$ cat src/common/mipsPkg.sv
`default_nettype none

package mipsPkg;

    localparam int XLEN       = 32;
    localparam int REG_ADDR_W = 5;

    localparam logic [XLEN-1:0] RESET_PC  = 32'h0000_0000;
    localparam logic [XLEN-1:0] NOP_INSTR = 32'h0000_0000;  // sll r0,r0,0

    // instr[31:26]
    typedef enum logic [5:0] {
        OP_RTYPE = 6'h00,
        OP_J     = 6'h02,
        OP_BEQ   = 6'h04,
        OP_ADDIU = 6'h09,
        OP_LW    = 6'h23,
        OP_SW    = 6'h2b
    } opcodeE;

    // instr[5:0] of R-type
    typedef enum logic [5:0] {
        FN_ADDU = 6'h21,
        FN_SUBU = 6'h23,
        FN_AND  = 6'h24,
        FN_OR   = 6'h25,
        FN_SLT  = 6'h2a
    } functE;

    typedef enum logic [2:0] {
        ALU_ADD = 3'd0,
        ALU_SUB = 3'd1,
        ALU_AND = 3'd2,
        ALU_OR  = 3'd3,
        ALU_SLT = 3'd4
    } aluOpE;

    typedef enum logic [1:0] {
        FWD_REG = 2'd0,  // value read in decode
        FWD_MEM = 2'd1,
        FWD_WB  = 2'd2
    } fwdSelE;

endpackage

`default_nettype wire

$ cat src/fetch/fetchStage.sv
`timescale 1ns/1ps
`default_nettype none

module fetchStage (
    input  logic                     clk,
    input  logic                     rst_i,
    input  logic                     stall_i,
    input  logic                     flushD_i,
    input  logic                     memStall_i,
    input  logic                     jumpD_i,
    input  logic [mipsPkg::XLEN-1:0] jumpTargetD_i,
    input  logic                     branchTakenE_i,
    input  logic [mipsPkg::XLEN-1:0] branchTargetE_i,
    input  logic [mipsPkg::XLEN-1:0] instr_i,
    output logic [mipsPkg::XLEN-1:0] instAddr_o,
    output logic                     instEn_o,
    output logic [mipsPkg::XLEN-1:0] pcD_o,
    output logic [mipsPkg::XLEN-1:0] instrD_o
);
    import mipsPkg::*;

    logic [XLEN-1:0] pcF;
    logic [XLEN-1:0] pcNext;

    // branch in execute is older than a jump in decode
    always_comb begin
        if (branchTakenE_i) begin
            pcNext = branchTargetE_i;
        end else if (stall_i) begin
            pcNext = pcF;
        end else if (jumpD_i) begin
            pcNext = jumpTargetD_i;
        end else begin
            pcNext = pcF + 32'd4;
        end
    end

    always_ff @(posedge clk) begin
        if (rst_i) begin
            pcF <= RESET_PC;
        end else if (!memStall_i) begin
            pcF <= pcNext;
        end
    end

    assign instAddr_o = pcF;
    assign instEn_o   = !(stall_i || memStall_i);

    // IF/ID
    always_ff @(posedge clk) begin
        if (rst_i) begin
            instrD_o <= NOP_INSTR;
        end else if (!memStall_i) begin
            if (flushD_i) begin
                instrD_o <= NOP_INSTR;  // flush beats the load-use hold
            end else if (!stall_i) begin
                instrD_o <= instr_i;
            end
        end
    end

    always_ff @(posedge clk) begin
        if (!memStall_i && !stall_i) begin
            pcD_o <= pcF;
        end
    end

    pcAligned: assert property (@(posedge clk) disable iff (rst_i)
        pcF[1:0] == 2'b00);

endmodule

`default_nettype wire

$ cat src/source/regFile.sv
`timescale 1ns/1ps
`default_nettype none

module regFile (
    input  logic                           clk,
    input  logic                           rst_i,
    input  logic [mipsPkg::REG_ADDR_W-1:0] raddrA_i,
    input  logic [mipsPkg::REG_ADDR_W-1:0] raddrB_i,
    input  logic                           we_i,
    input  logic [mipsPkg::REG_ADDR_W-1:0] waddr_i,
    input  logic [mipsPkg::XLEN-1:0]       wdata_i,
    output logic [mipsPkg::XLEN-1:0]       rdataA_o,
    output logic [mipsPkg::XLEN-1:0]       rdataB_o
);
    import mipsPkg::*;

    logic [XLEN-1:0] regs [0:31];

    function automatic logic [XLEN-1:0] readReg(input logic [REG_ADDR_W-1:0] addr);
        if (we_i && waddr_i == addr && addr != '0) begin
            return wdata_i;  // writeback visible in the same cycle
        end
        return regs[addr];
    endfunction

    always_comb begin
        rdataA_o = readReg(raddrA_i);
        rdataB_o = readReg(raddrB_i);
    end

    always_ff @(posedge clk) begin
        if (rst_i) begin
            regs[0] <= '0;  // r0 cleared here and never written
        end else if (we_i && waddr_i != '0) begin
            regs[waddr_i] <= wdata_i;
        end
    end

    zeroWriteIgnored: assert property (@(posedge clk) disable iff (rst_i)
        regs[0] == '0);

endmodule

`default_nettype wire

$ cat src/source/decodeUnit.sv
`timescale 1ns/1ps
`default_nettype none

module decodeUnit (
    input  logic                           clk,
    input  logic                           rst_i,
    input  logic [mipsPkg::XLEN-1:0]       pcD_i,
    input  logic [mipsPkg::XLEN-1:0]       instrD_i,
    input  logic                           regWeW_i,
    input  logic [mipsPkg::REG_ADDR_W-1:0] regWaddrW_i,
    input  logic [mipsPkg::XLEN-1:0]       resultW_i,
    output logic [mipsPkg::REG_ADDR_W-1:0] rsD_o,
    output logic [mipsPkg::REG_ADDR_W-1:0] rtD_o,
    output logic [mipsPkg::XLEN-1:0]       rdataAD_o,
    output logic [mipsPkg::XLEN-1:0]       rdataBD_o,
    output logic [mipsPkg::XLEN-1:0]       immD_o,
    output mipsPkg::aluOpE                 aluOpD_o,
    output logic                           aluSrcImmD_o,
    output logic                           regWeD_o,
    output logic [mipsPkg::REG_ADDR_W-1:0] regWaddrD_o,
    output logic                           memReadD_o,
    output logic                           memWriteD_o,
    output logic                           branchD_o,
    output logic                           jumpD_o,
    output logic [mipsPkg::XLEN-1:0]       jumpTargetD_o
);
    import mipsPkg::*;

    opcodeE          opcode;
    functE           funct;
    logic [XLEN-1:0] pcPlus4;

    assign opcode = opcodeE'(instrD_i[31:26]);
    assign funct  = functE'(instrD_i[5:0]);
    assign rsD_o  = instrD_i[25:21];
    assign rtD_o  = instrD_i[20:16];
    assign immD_o = {{16{instrD_i[15]}}, instrD_i[15:0]};

    assign pcPlus4       = pcD_i + 32'd4;
    assign jumpTargetD_o = {pcPlus4[31:28], instrD_i[25:0], 2'b00};

    always_comb begin
        aluOpD_o     = ALU_ADD;
        aluSrcImmD_o = 1'b0;
        regWeD_o     = 1'b0;
        regWaddrD_o  = instrD_i[15:11];  // rd
        memReadD_o   = 1'b0;
        memWriteD_o  = 1'b0;
        branchD_o    = 1'b0;
        jumpD_o      = 1'b0;
        case (opcode)
            OP_RTYPE: begin
                regWeD_o = 1'b1;
                case (funct)
                    FN_ADDU: aluOpD_o = ALU_ADD;
                    FN_SUBU: aluOpD_o = ALU_SUB;
                    FN_AND:  aluOpD_o = ALU_AND;
                    FN_OR:   aluOpD_o = ALU_OR;
                    FN_SLT:  aluOpD_o = ALU_SLT;
                    default: regWeD_o = 1'b0;  // sll r0 etc. act as nop
                endcase
            end
            OP_ADDIU: begin
                aluSrcImmD_o = 1'b1;
                regWeD_o     = 1'b1;
                regWaddrD_o  = rtD_o;
            end
            OP_LW: begin
                aluSrcImmD_o = 1'b1;
                regWeD_o     = 1'b1;
                regWaddrD_o  = rtD_o;
                memReadD_o   = 1'b1;
            end
            OP_SW: begin
                aluSrcImmD_o = 1'b1;
                memWriteD_o  = 1'b1;
            end
            OP_BEQ: branchD_o = 1'b1;
            OP_J:   jumpD_o   = 1'b1;
            default: ;
        endcase
    end

    regFile u_regFile (
        .clk      (clk),
        .rst_i    (rst_i),
        .raddrA_i (rsD_o),
        .raddrB_i (rtD_o),
        .we_i     (regWeW_i),
        .waddr_i  (regWaddrW_i),
        .wdata_i  (resultW_i),
        .rdataA_o (rdataAD_o),
        .rdataB_o (rdataBD_o)
    );

endmodule

`default_nettype wire

$ cat src/source/hazardUnit.sv
`timescale 1ns/1ps
`default_nettype none

module hazardUnit (
    input  logic [mipsPkg::REG_ADDR_W-1:0] rsD_i,
    input  logic [mipsPkg::REG_ADDR_W-1:0] rtD_i,
    input  logic [mipsPkg::REG_ADDR_W-1:0] rsE_i,
    input  logic [mipsPkg::REG_ADDR_W-1:0] rtE_i,
    input  logic                           memReadE_i,
    input  logic                           regWeM_i,
    input  logic [mipsPkg::REG_ADDR_W-1:0] regWaddrM_i,
    input  logic                           regWeW_i,
    input  logic [mipsPkg::REG_ADDR_W-1:0] regWaddrW_i,
    input  logic                           branchTakenE_i,
    input  logic                           jumpD_i,
    output logic                           stallF_o,
    output logic                           stallD_o,
    output logic                           flushD_o,
    output logic                           flushE_o,
    output mipsPkg::fwdSelE                fwdA_o,
    output mipsPkg::fwdSelE                fwdB_o
);
    import mipsPkg::*;

    logic loadUse;

    // memory stage is younger, so it wins over writeback
    function automatic fwdSelE fwdSel(input logic [REG_ADDR_W-1:0] src);
        if (src == '0) begin
            return FWD_REG;
        end
        if (regWeM_i && regWaddrM_i == src) begin
            return FWD_MEM;
        end
        if (regWeW_i && regWaddrW_i == src) begin
            return FWD_WB;
        end
        return FWD_REG;
    endfunction

    always_comb begin
        fwdA_o = fwdSel(rsE_i);
        fwdB_o = fwdSel(rtE_i);
    end

    assign loadUse = memReadE_i && rtE_i != '0 && (rtE_i == rsD_i || rtE_i == rtD_i);

    assign stallF_o = loadUse;
    assign stallD_o = loadUse;
    assign flushE_o = loadUse || branchTakenE_i;
    assign flushD_o = branchTakenE_i || (jumpD_i && !loadUse);  // held jump redirects later

endmodule

`default_nettype wire

$ cat src/execute/executeStage.sv
`timescale 1ns/1ps
`default_nettype none

module executeStage (
    input  logic                           clk,
    input  logic                           rst_i,
    input  logic                           stall_i,
    input  logic                           flush_i,
    input  logic [mipsPkg::XLEN-1:0]       pcD_i,
    input  logic [mipsPkg::REG_ADDR_W-1:0] rsD_i,
    input  logic [mipsPkg::REG_ADDR_W-1:0] rtD_i,
    input  logic [mipsPkg::XLEN-1:0]       rdataAD_i,
    input  logic [mipsPkg::XLEN-1:0]       rdataBD_i,
    input  logic [mipsPkg::XLEN-1:0]       immD_i,
    input  mipsPkg::aluOpE                 aluOpD_i,
    input  logic                           aluSrcImmD_i,
    input  logic                           regWeD_i,
    input  logic [mipsPkg::REG_ADDR_W-1:0] regWaddrD_i,
    input  logic                           memReadD_i,
    input  logic                           memWriteD_i,
    input  logic                           branchD_i,
    input  mipsPkg::fwdSelE                fwdA_i,
    input  mipsPkg::fwdSelE                fwdB_i,
    input  logic [mipsPkg::XLEN-1:0]       resultM_i,
    input  logic [mipsPkg::XLEN-1:0]       resultW_i,
    output logic [mipsPkg::REG_ADDR_W-1:0] rsE_o,
    output logic [mipsPkg::REG_ADDR_W-1:0] rtE_o,
    output logic                           memReadE_o,
    output logic [mipsPkg::XLEN-1:0]       aluOutE_o,
    output logic [mipsPkg::XLEN-1:0]       storeDataE_o,
    output logic                           regWeE_o,
    output logic [mipsPkg::REG_ADDR_W-1:0] regWaddrE_o,
    output logic                           memWriteE_o,
    output logic                           branchTakenE_o,
    output logic [mipsPkg::XLEN-1:0]       branchTargetE_o
);
    import mipsPkg::*;

    logic [XLEN-1:0] pcE;
    logic [XLEN-1:0] rdataAE;
    logic [XLEN-1:0] rdataBE;
    logic [XLEN-1:0] immE;
    aluOpE           aluCtrlE;
    logic            aluSrcImmE;
    logic            branchE;
    logic [XLEN-1:0] srcA;
    logic [XLEN-1:0] srcB;
    logic [XLEN-1:0] aluB;

    function automatic logic [XLEN-1:0] fwdMux(input fwdSelE sel, input logic [XLEN-1:0] regVal,
                                               input logic [XLEN-1:0] memVal,
                                               input logic [XLEN-1:0] wbVal);
        case (sel)
            FWD_MEM: return memVal;
            FWD_WB:  return wbVal;
            default: return regVal;
        endcase
    endfunction

    // ID/EX control
    always_ff @(posedge clk) begin
        if (rst_i) begin
            regWeE_o    <= 1'b0;
            memReadE_o  <= 1'b0;
            memWriteE_o <= 1'b0;
            branchE     <= 1'b0;
        end else if (!stall_i) begin
            regWeE_o    <= regWeD_i && !flush_i;
            memReadE_o  <= memReadD_i && !flush_i;
            memWriteE_o <= memWriteD_i && !flush_i;
            branchE     <= branchD_i && !flush_i;
        end
    end

    // ID/EX payload
    always_ff @(posedge clk) begin
        if (!stall_i) begin
            pcE         <= pcD_i;
            rsE_o       <= rsD_i;
            rtE_o       <= rtD_i;
            rdataAE     <= rdataAD_i;
            rdataBE     <= rdataBD_i;
            immE        <= immD_i;
            aluCtrlE    <= aluOpD_i;
            aluSrcImmE  <= aluSrcImmD_i;
            regWaddrE_o <= regWaddrD_i;
        end
    end

    assign srcA = fwdMux(fwdA_i, rdataAE, resultM_i, resultW_i);
    assign srcB = fwdMux(fwdB_i, rdataBE, resultM_i, resultW_i);
    assign aluB = aluSrcImmE ? immE : srcB;

    always_comb begin
        case (aluCtrlE)
            ALU_SUB: aluOutE_o = srcA - aluB;
            ALU_AND: aluOutE_o = srcA & aluB;
            ALU_OR:  aluOutE_o = srcA | aluB;
            ALU_SLT: aluOutE_o = {{(XLEN-1){1'b0}}, $signed(srcA) < $signed(aluB)};
            default: aluOutE_o = srcA + aluB;
        endcase
    end

    assign storeDataE_o    = srcB;
    assign branchTakenE_o  = branchE && (srcA == srcB);
    assign branchTargetE_o = pcE + 32'd4 + {immE[XLEN-3:0], 2'b00};

endmodule

`default_nettype wire

$ cat src/memwb/memStage.sv
`timescale 1ns/1ps
`default_nettype none

module memStage (
    input  logic                           clk,
    input  logic                           rst_i,
    input  logic                           memStall_i,
    input  logic [mipsPkg::XLEN-1:0]       aluOutE_i,
    input  logic [mipsPkg::XLEN-1:0]       storeDataE_i,
    input  logic                           regWeE_i,
    input  logic [mipsPkg::REG_ADDR_W-1:0] regWaddrE_i,
    input  logic                           memReadE_i,
    input  logic                           memWriteE_i,
    input  logic [mipsPkg::XLEN-1:0]       dataRdata_i,
    output logic                           dataEn_o,
    output logic                           dataWe_o,
    output logic [mipsPkg::XLEN-1:0]       dataAddr_o,
    output logic [mipsPkg::XLEN-1:0]       dataWdata_o,
    output logic [mipsPkg::XLEN-1:0]       resultM_o,
    output logic                           regWeM_o,
    output logic [mipsPkg::REG_ADDR_W-1:0] regWaddrM_o,
    output logic                           regWeW_o,
    output logic [mipsPkg::REG_ADDR_W-1:0] regWaddrW_o,
    output logic [mipsPkg::XLEN-1:0]       resultW_o
);
    import mipsPkg::*;

    logic            memReadM;
    logic            memWriteM;
    logic [XLEN-1:0] aluOutM;
    logic [XLEN-1:0] storeDataM;

    // EX/MEM and MEM/WB control frozen while memory stalls
    always_ff @(posedge clk) begin
        if (rst_i) begin
            regWeM_o  <= 1'b0;
            memReadM  <= 1'b0;
            memWriteM <= 1'b0;
            regWeW_o  <= 1'b0;
        end else if (!memStall_i) begin
            regWeM_o  <= regWeE_i;
            memReadM  <= memReadE_i;
            memWriteM <= memWriteE_i;
            regWeW_o  <= regWeM_o;
        end
    end

    always_ff @(posedge clk) begin
        if (!memStall_i) begin
            aluOutM     <= aluOutE_i;
            storeDataM  <= storeDataE_i;
            regWaddrM_o <= regWaddrE_i;
            regWaddrW_o <= regWaddrM_o;
            resultW_o   <= resultM_o;
        end
    end

    assign dataEn_o    = memReadM || memWriteM;
    assign dataWe_o    = memWriteM;
    assign dataAddr_o  = aluOutM;
    assign dataWdata_o = storeDataM;

    assign resultM_o = memReadM ? dataRdata_i : aluOutM;  // load data is same-cycle

    dataAligned: assert property (@(posedge clk) disable iff (rst_i)
        dataEn_o |-> dataAddr_o[1:0] == 2'b00);

endmodule

`default_nettype wire

$ cat src/source/mipsCore.sv
`timescale 1ns/1ps
`default_nettype none

module mipsCore (
    input  logic                     clk,
    input  logic                     rst_i,
    input  logic [mipsPkg::XLEN-1:0] instr_i,
    output logic [mipsPkg::XLEN-1:0] instAddr_o,
    output logic                     instEn_o,
    input  logic [mipsPkg::XLEN-1:0] dataRdata_i,
    input  logic                     memStall_i,
    output logic                     dataEn_o,
    output logic                     dataWe_o,
    output logic [mipsPkg::XLEN-1:0] dataAddr_o,
    output logic [mipsPkg::XLEN-1:0] dataWdata_o
);
    import mipsPkg::*;

    logic [XLEN-1:0]       pcD;
    logic [XLEN-1:0]       instrD;
    logic [REG_ADDR_W-1:0] rsD;
    logic [REG_ADDR_W-1:0] rtD;
    logic [XLEN-1:0]       rdataAD;
    logic [XLEN-1:0]       rdataBD;
    logic [XLEN-1:0]       immD;
    aluOpE                 aluOpD;
    logic                  aluSrcImmD;
    logic                  regWeD;
    logic [REG_ADDR_W-1:0] regWaddrD;
    logic                  memReadD;
    logic                  memWriteD;
    logic                  branchD;
    logic                  jumpD;
    logic [XLEN-1:0]       jumpTargetD;
    logic [REG_ADDR_W-1:0] rsE;
    logic [REG_ADDR_W-1:0] rtE;
    logic                  memReadE;
    logic [XLEN-1:0]       aluOutE;
    logic [XLEN-1:0]       storeDataE;
    logic                  regWeE;
    logic [REG_ADDR_W-1:0] regWaddrE;
    logic                  memWriteE;
    logic                  branchTakenE;
    logic [XLEN-1:0]       branchTargetE;
    logic [XLEN-1:0]       resultM;
    logic                  regWeM;
    logic [REG_ADDR_W-1:0] regWaddrM;
    logic                  regWeW;
    logic [REG_ADDR_W-1:0] regWaddrW;
    logic [XLEN-1:0]       resultW;
    logic                  stallF;
    logic                  stallD;
    logic                  flushD;
    logic                  flushE;
    fwdSelE                fwdA;
    fwdSelE                fwdB;

    fetchStage u_fetch (
        .clk             (clk),
        .rst_i           (rst_i),
        .stall_i         (stallF || stallD),
        .flushD_i        (flushD),
        .memStall_i      (memStall_i),
        .jumpD_i         (jumpD),
        .jumpTargetD_i   (jumpTargetD),
        .branchTakenE_i  (branchTakenE),
        .branchTargetE_i (branchTargetE),
        .instr_i         (instr_i),
        .instAddr_o      (instAddr_o),
        .instEn_o        (instEn_o),
        .pcD_o           (pcD),
        .instrD_o        (instrD)
    );

    decodeUnit u_decode (
        .clk           (clk),
        .rst_i         (rst_i),
        .pcD_i         (pcD),
        .instrD_i      (instrD),
        .regWeW_i      (regWeW),
        .regWaddrW_i   (regWaddrW),
        .resultW_i     (resultW),
        .rsD_o         (rsD),
        .rtD_o         (rtD),
        .rdataAD_o     (rdataAD),
        .rdataBD_o     (rdataBD),
        .immD_o        (immD),
        .aluOpD_o      (aluOpD),
        .aluSrcImmD_o  (aluSrcImmD),
        .regWeD_o      (regWeD),
        .regWaddrD_o   (regWaddrD),
        .memReadD_o    (memReadD),
        .memWriteD_o   (memWriteD),
        .branchD_o     (branchD),
        .jumpD_o       (jumpD),
        .jumpTargetD_o (jumpTargetD)
    );

    executeStage u_execute (
        .clk             (clk),
        .rst_i           (rst_i),
        .stall_i         (memStall_i),
        .flush_i         (flushE),
        .pcD_i           (pcD),
        .rsD_i           (rsD),
        .rtD_i           (rtD),
        .rdataAD_i       (rdataAD),
        .rdataBD_i       (rdataBD),
        .immD_i          (immD),
        .aluOpD_i        (aluOpD),
        .aluSrcImmD_i    (aluSrcImmD),
        .regWeD_i        (regWeD),
        .regWaddrD_i     (regWaddrD),
        .memReadD_i      (memReadD),
        .memWriteD_i     (memWriteD),
        .branchD_i       (branchD),
        .fwdA_i          (fwdA),
        .fwdB_i          (fwdB),
        .resultM_i       (resultM),
        .resultW_i       (resultW),
        .rsE_o           (rsE),
        .rtE_o           (rtE),
        .memReadE_o      (memReadE),
        .aluOutE_o       (aluOutE),
        .storeDataE_o    (storeDataE),
        .regWeE_o        (regWeE),
        .regWaddrE_o     (regWaddrE),
        .memWriteE_o     (memWriteE),
        .branchTakenE_o  (branchTakenE),
        .branchTargetE_o (branchTargetE)
    );

    memStage u_mem (
        .clk          (clk),
        .rst_i        (rst_i),
        .memStall_i   (memStall_i),
        .aluOutE_i    (aluOutE),
        .storeDataE_i (storeDataE),
        .regWeE_i     (regWeE),
        .regWaddrE_i  (regWaddrE),
        .memReadE_i   (memReadE),
        .memWriteE_i  (memWriteE),
        .dataRdata_i  (dataRdata_i),
        .dataEn_o     (dataEn_o),
        .dataWe_o     (dataWe_o),
        .dataAddr_o   (dataAddr_o),
        .dataWdata_o  (dataWdata_o),
        .resultM_o    (resultM),
        .regWeM_o     (regWeM),
        .regWaddrM_o  (regWaddrM),
        .regWeW_o     (regWeW),
        .regWaddrW_o  (regWaddrW),
        .resultW_o    (resultW)
    );

    hazardUnit u_hazard (
        .rsD_i          (rsD),
        .rtD_i          (rtD),
        .rsE_i          (rsE),
        .rtE_i          (rtE),
        .memReadE_i     (memReadE),
        .regWeM_i       (regWeM),
        .regWaddrM_i    (regWaddrM),
        .regWeW_i       (regWeW),
        .regWaddrW_i    (regWaddrW),
        .branchTakenE_i (branchTakenE),
        .jumpD_i        (jumpD),
        .stallF_o       (stallF),
        .stallD_o       (stallD),
        .flushD_o       (flushD),
        .flushE_o       (flushE),
        .fwdA_o         (fwdA),
        .fwdB_o         (fwdB)
    );

endmodule

`default_nettype wire

$ cat config.mk
export PLATFORM = sky130hd
export DESIGN_NAME = mipsCore
export DESIGN_NICKNAME = d
export VERILOG_FILES = /design/src/common/mipsPkg.sv /design/src/fetch/fetchStage.sv /design/src/source/regFile.sv /design/src/source/decodeUnit.sv /design/src/source/hazardUnit.sv /design/src/execute/executeStage.sv /design/src/memwb/memStage.sv /design/src/source/mipsCore.sv
export SDC_FILE = /design/constraint.sdc
export NUM_CORES = 2
export LEC_CHECK = 0
export BUFFER_PORTS_ARGS = -buffer_cell sky130_fd_sc_hd__buf_4
export CORE_ASPECT_RATIO = 1.75
export CORE_UTILIZATION = 48
export CTS_CLUSTER_DIAMETER = 80
export CTS_CLUSTER_SIZE = 14
export DETAILED_ROUTE_END_ITERATION = 10
export PLACE_DENSITY = 0.64
export SLEW_MARGIN = 10
export SYNTH_ARGS = -nofsm -noshare
export SYNTH_HDL_FRONTEND = slang
export SYNTH_SLANG_ARGS = --single-unit
$ cat constraint.sdc
create_clock -name clk -period 31.5 [get_ports clk]
set_input_delay 6.3 -clock clk [delete_from_list [all_inputs] [get_ports clk]]
set_output_delay 6.3 -clock clk [all_outputs]
set_load 0.02 [all_outputs]
; ---- Yosys cells after proc, flatten, opt, wreduce, memory -nomap -nowiden
; Memories as Yosys holds them, arrays and structs flattened. A register that Yosys moved wholly into a read port is not among the register bits.
; Index checks and enable logic that the tools add are counted.
[totals]
register_bits = 341
mem_bits_rw = 1024
inputBits = 67
output_inout_bits = 99
wordCells = 166
n_memories = 1
[memory_table]
columns = memory, depth, width, read_ports, rd_ports_with_merged_regs, write_ports, line_no
row1 = u_decode.u_regFile.regs, 32, 32, 2, 2, 1, regFile.sv:17  ; logic [XLEN-1:0] regs [0:31];
[op_classes]
n_addsub = 6
order_cmp = 1
eq_ne = 29
mux = 61
bitwise = 3
n_reduce_logical = 40
[ops]
columns = op, count
row1 = two-way mux 32 bit, 12
row2 = one-hot mux 32 bit (2 select lines), 2
row3 = one-hot mux 32 bit (4 select lines), 1
row4 = "adder 32 x 3 -> 32 bit, second input constant", 3
row5 = adder 32 bit, 2
row6 = "== test 6 bit, second input constant", 7
row7 = == test 5 bit, 8
row8 = AND 32 bit, 1
row9 = == test 32 bit, 1
row10 = < comparator 32 bit, 1
row11 = OR 32 bit, 1
row12 = OR reduction 32 bit, 1
row13 = subtractor 32 bit, 1
row14 = two-way mux 5 bit, 6
row15 = two-way mux 1 bit, 26
row16 = two-way mux 2 bit, 12
row17 = nonzero test 5 bit, 4
row18 = logical AND 1 bit, 18
row19 = one-hot mux 3 bit (4 select lines), 1
row20 = logical NOT 5 bit, 2
row21 = "== test 3 x 2 -> 1 bit, second input constant", 2
row22 = "== test 6 x 2 -> 1 bit, second input constant", 1
row23 = "== test 6 x 3 -> 1 bit, second input constant", 1
row24 = "== test 6 x 4 -> 1 bit, second input constant", 1
row25 = 15 further kinds, 25

; ---- Logic depth before layout (Yosys ltp)
[logic_depth]
depth_word = 18
depth_mapped = 28

; ---- By module
; Synthesis repeated with hierarchy kept, for this count alone.
[unflattened]
cells_unflattened = 4975
area_unflattened_um2 = 71711.3
[modules_own_cells]
columns = mod, instances, cells_each, area_each_um2, seq_area_each_um2
row1 = regFile, 1, 2622, 48556.6, 30749.5
row2 = executeStage, 1, 1540, 13436.6, 4494.3
row3 = fetchStage, 1, 471, 4416.7, 2242.2
row4 = memStage, 1, 157, 3870.0, 3263.1
row5 = decodeUnit, 1, 120, 908.4, 0.0
row6 = hazardUnit, 1, 64, 516.7, 0.0
row7 = mipsCore, 1, 1, 6.3, 0.0

; ---- Least setup slack after synthesis
; No wires, ideal clock.
[synth_timing]
path_kind = input -> output
from = input memStall_i
to = output instEn_o
arrival_ps = 13164
required_time_ps = 25200
slack_ps = 12036
stages = 4
path_buffers = 1
cell_sequence = inv_1 nand2_1 inv_1 clkbuf_1
[synth_between]
elab_chain_len = 2
[synth_rtl]
columns = item, line_no
row1 = start: declaration, mipsCore.sv:11  ; input logic memStall_i,
row2 = logical OR 1 bit, fetchStage.sv:47  ; assign instEn_o = !(stall_i || memStall_i);
row3 = logical NOT 1 bit, fetchStage.sv:47
row4 = end: declaration, mipsCore.sv:9  ; output logic instEn_o,
; No other way between the ends.

; ---- Final worst setup path
; Ends and elaborated chain as after synthesis.

==> summary.md <==
| Metric | Value |
|---|---|
| Netlist Area Pre-Place | `approximately 70000 um^2` |
| Max-cap violations | `0` |
| DR iter-0 viols | `between 4000 and 5000` |
| Proportion of netlist area held by the largest area contributor | `a little under three fifths` |
| NetSw | `roughly 1.0 mW` |
| Global-route wire length before repair | `304 mm` |
| Switching Fraction | `a little over a quarter` |
| Synthesis-to-layout area growth | `9.32%` |
| Top delay family on crit path | `buffers and inverters` |
| TritonCTS Buffers | `108` |
| Grt total ovfl | `0` |
| Number of gates resized after CTS | `0` |
| Starting Density | `48.5%` |
| Final GP Congestion | `0.966` |
| Root Buffer | `clkbuf_16` |
| CTS Sinks | `1375` |
| Core Util, Final | `between 50% and 60%` |
| Power Dens Cells | `50.8 nW/um^2` |
| Worst EP required | `around 25000 ps` |
| Buf+Inv Stages, Crit Path | `4` |
| CP arrival | `~8300 ps` |
| FFs w/ async S/R, synth | `0%` |
| Worst r2r src | `u_execute.rtE_o[2]$_DFFE_PN_` |
| DRC | `0` |
| Number of global-route vias before repair | `around 44000` |
| Area contributors post-synth | `edfxtp_1, mux4_2, ha_1` |
| Mapped Cells | `roughly 4400` |
| Layout cells sized above 1 | `26.1%` |
| Gr usage total | `between 20 and 30%` |
| H-tree depth | `3` |
| Crit end category | `output pin` |
| Clk_lat worst skew | `760 ps` |
| Leakage | `26.0 nW` |
| Logic pwr share | `about 14%` |
| Final setup fails | `0` |
| CP Launch Type | `primary input` |
| Syn nets | `4640` |
| Crit-path max cell delay | `between 600 and 700 ps` |
| Clock Skews | `50.4 ps` |
| Tightest Pin Transition | `approximately 1300 ps` |
| Overall die width | `between 200 and 300 um` |
| I/O Buffers | `about 170` |
| Final hold vios | `0` |
| Clock power share | `between 30% and 40%` |
| Routed WL | `212 mm` |
| Max Slew Vio Count | `0` |
| Antenna violations before repair | `13` |
| Slowest-stage cell, CP | `inv_8` |
| Die Area | `roughly 150000 um^2` |
| Drt wl/cell | `33.2 um` |
| CTS Hold Buffers Added | `0` |
| Int Power | `between 2 and 3 mW` |
| Fin crit share | `46.5%` |
| Final Cell Area | `~76000 um^2` |
| Post-synth top area cell | `edfxtp_1` |
| Routed Antenna Nets | `0` |
| Cells after DPL | `between 6000 and 7000` |
| Synth unique cells | `between 90 and 100` |
| Max Clock Freq | `68.3 MHz` |
| Vias/cell | `6.71` |
| Post-synth EDFFs | `about 1300` |
| CP most frequent cell | `buf_4` |
| Nets | `about 4700` |
| Status | `completed` |
| Final HPWL from detailed placement | `between 100 and 150 mm` |
| CTS max path bufs | `3` |
| HP Class | `reg2reg` |
| Avg Synthesized Cell Area | `between 15 and 20 um^2` |
| Maximum fanout along the worst path | `between 100 and 150` |
| Crit-path cells | `buf_4, inv_8, nand2_1, inv_1, buf_4` |
| Setup tns final | `0 ps` |
| VDD IR max | `between 0.04 and 0.05 mV` |
| Slew headroom | `a little under an eighth` |
| Sequential fraction of the synthesis area | `about 58%` |
| Die height | `between 500 and 600 um` |
| Post-Place Cell Area | `73500 um^2` |
| Total iterations of the first detailed-routing run | `5` |
| CTS tree | `done` |
| IO Pins | `166` |
| Tmin final | `roughly 15000 ps` |
| Largest net degree at the start of global routing | `between 100 and 150` |
| Post CTS Setup Buffer Count | `0` |
| Via count | `roughly 43000` |
| Sequential power share | `around 54%` |
| Origin of the worst setup path | `memStall_i` |
| Yosys warns | `0` |
| FF+latch count, synth | `around 1400` |
| Min-delay src | `u_execute.regWaddrE_o[3]$_DFFE_PN_` |
| RSZ-0062 raised after global routing | `no` |
| Layout Cells excl Fill | `6377` |
| Core area | `between 100000 and 150000 um^2` |
| Site Rows | `~180` |
| Clk slew on worst S/H paths | `roughly 60 ps` |
| CP Class | `in2out` |
| Top FF cell, synth | `edfxtp_1` |
registers in the layout, summed over array words and instances, names as in the netlist, 16 cells and up, named ones only:
register,flops
u_decode.u_regFile.regs,1024
u_execute.immE,16
u_execute.pcE,32
u_execute.rdataAE,32
u_execute.rdataBE,32
u_fetch.instAddr_o,32
u_fetch.instrD_o,32
u_fetch.pcD_o,32
u_mem.dataAddr_o,32
u_mem.dataWdata_o,32
u_mem.resultW_o,32
final timing paths:
check                                        end  slack, ps  cells past startpoint
hold / removal    u_mem.regWaddrM_o[3]$_DFFE_PN_        420                      0
setup reg to reg  u_mem.dataAddr_o[31]$_DFFE_PN_      23150                     21
hold reg to reg   u_mem.regWaddrM_o[3]$_DFFE_PN_        420                      0
setup / recovery                        instEn_o      16860                      5
routing by layer:
| metal | global-route usage (%) | up-vias | part of all wire [%] |
|---|---|---|---|
| li1 | - | 18039 | - |
| met1 | 33.5 | 22156 | 35 |
| met2 | 50.3 | 2047 | 51 |
| met3 | 4.57 | 548 | 7.2 |
| met4 | 17.3 | 8 | 6.8 |
| met5 | 0 | - | 0.025 |
kinds of logic after synthesis:
family	after synthesis	synth area share, %
flops	1375	57.9
compound gates	768	7.60
mux	754	22.3
simple gates	746	5.06
buf+inv	501	2.84
fa+ha+maj	159	2.88
xor+xnor	111	1.39
final cells by class:
| type | instances | area, um^2 |
|---|---|---|
| diodes | 3 | 7.51 |
| flip-flops and latches | 1375 | 40500 |
| fillers | 11541 | 67700 |
| repair buffers | 276 | 2130 |
| clock buffers | 133 | 2820 |
| well taps | 1860 | 2330 |
| clock inverters | 5 | 72.6 |
| inverters | 187 | 709 |
| multi-input cells | 2538 | 27800 |
cell usage after synthesis (34+ instances only):
library cell  number
edfxtp_1        1293
mux4_2           640
clkbuf_1         224
nand2_1          214
nor2_1           214
o21ai_0          181
inv_1            179
ha_1             156
a21oi_1          142
dfxtp_1           82
mux2i_1           81
xnor2_1           69
buf_1             63
nor3_1            57
nand3_1           53
a22o_1            45
xor2_1            42
nand4_1           36
o211ai_1          34
o22ai_1           34
cells in the final DEF (no fill, tap or decap), types with 25 or more instances in the layout:
| cell | Yosys | routed |
|---|---|---|
| nand4_1 | 36 | 36 |
| nor3_1 | 57 | 39 |
| nand2b_1 | 25 | 25 |
| nand3_1 | 53 | 53 |
| a21oi_1 | 142 | 142 |
| a22oi_1 | 33 | 33 |
| buf_4 | 4 | 271 |
| edfxtp_1 | 1293 | 1293 |
| o21ai_0 | 181 | 181 |
| clkbuf_16 | 0 | 109 |
| xnor2_1 | 69 | 68 |
| inv_1 | 179 | 178 |
| o211ai_1 | 34 | 34 |
| a21o_1 | 30 | 30 |
| a211oi_1 | 26 | 26 |
| and2_1 | 30 | 30 |
| a22o_1 | 45 | 45 |
| nand2_1 | 214 | 214 |
| mux2_2 | 33 | 33 |
| dfxtp_1 | 82 | 71 |
| xor2_1 | 42 | 41 |
| mux2i_1 | 81 | 81 |
| nor2_1 | 214 | 180 |
| mux4_2 | 640 | 640 |
| ha_1 | 156 | 154 |
| nor2_4 | 0 | 32 |
| o22ai_1 | 34 | 34 |
per-stage QoR:
step           worst slack, ps  hold slack, ps  total power [mW]
6_report                 16860             421              3.88
5_1_grt                  16720             434              3.99
4_1_cts                  16870             423              3.89
3_5_place_dp             16860             406              2.66
3_3_place_gp             16930             406              2.66
2_1_floorplan            12040             400              2.46
power groups by stage:
stage / Combinational (mW) / Sequential, mW / Clock, mW
floorplan: 0.362 / 2.10 / 0
global placement: 0.537 / 2.12 / 0
detailed placement: 0.540 / 2.12 / 0
CTS: 0.542 / 2.08 / 1.27
global route: 0.584 / 2.08 / 1.32
finish: 0.547 / 2.08 / 1.25
No activity file was read; power rests on OpenSTA's default activity.
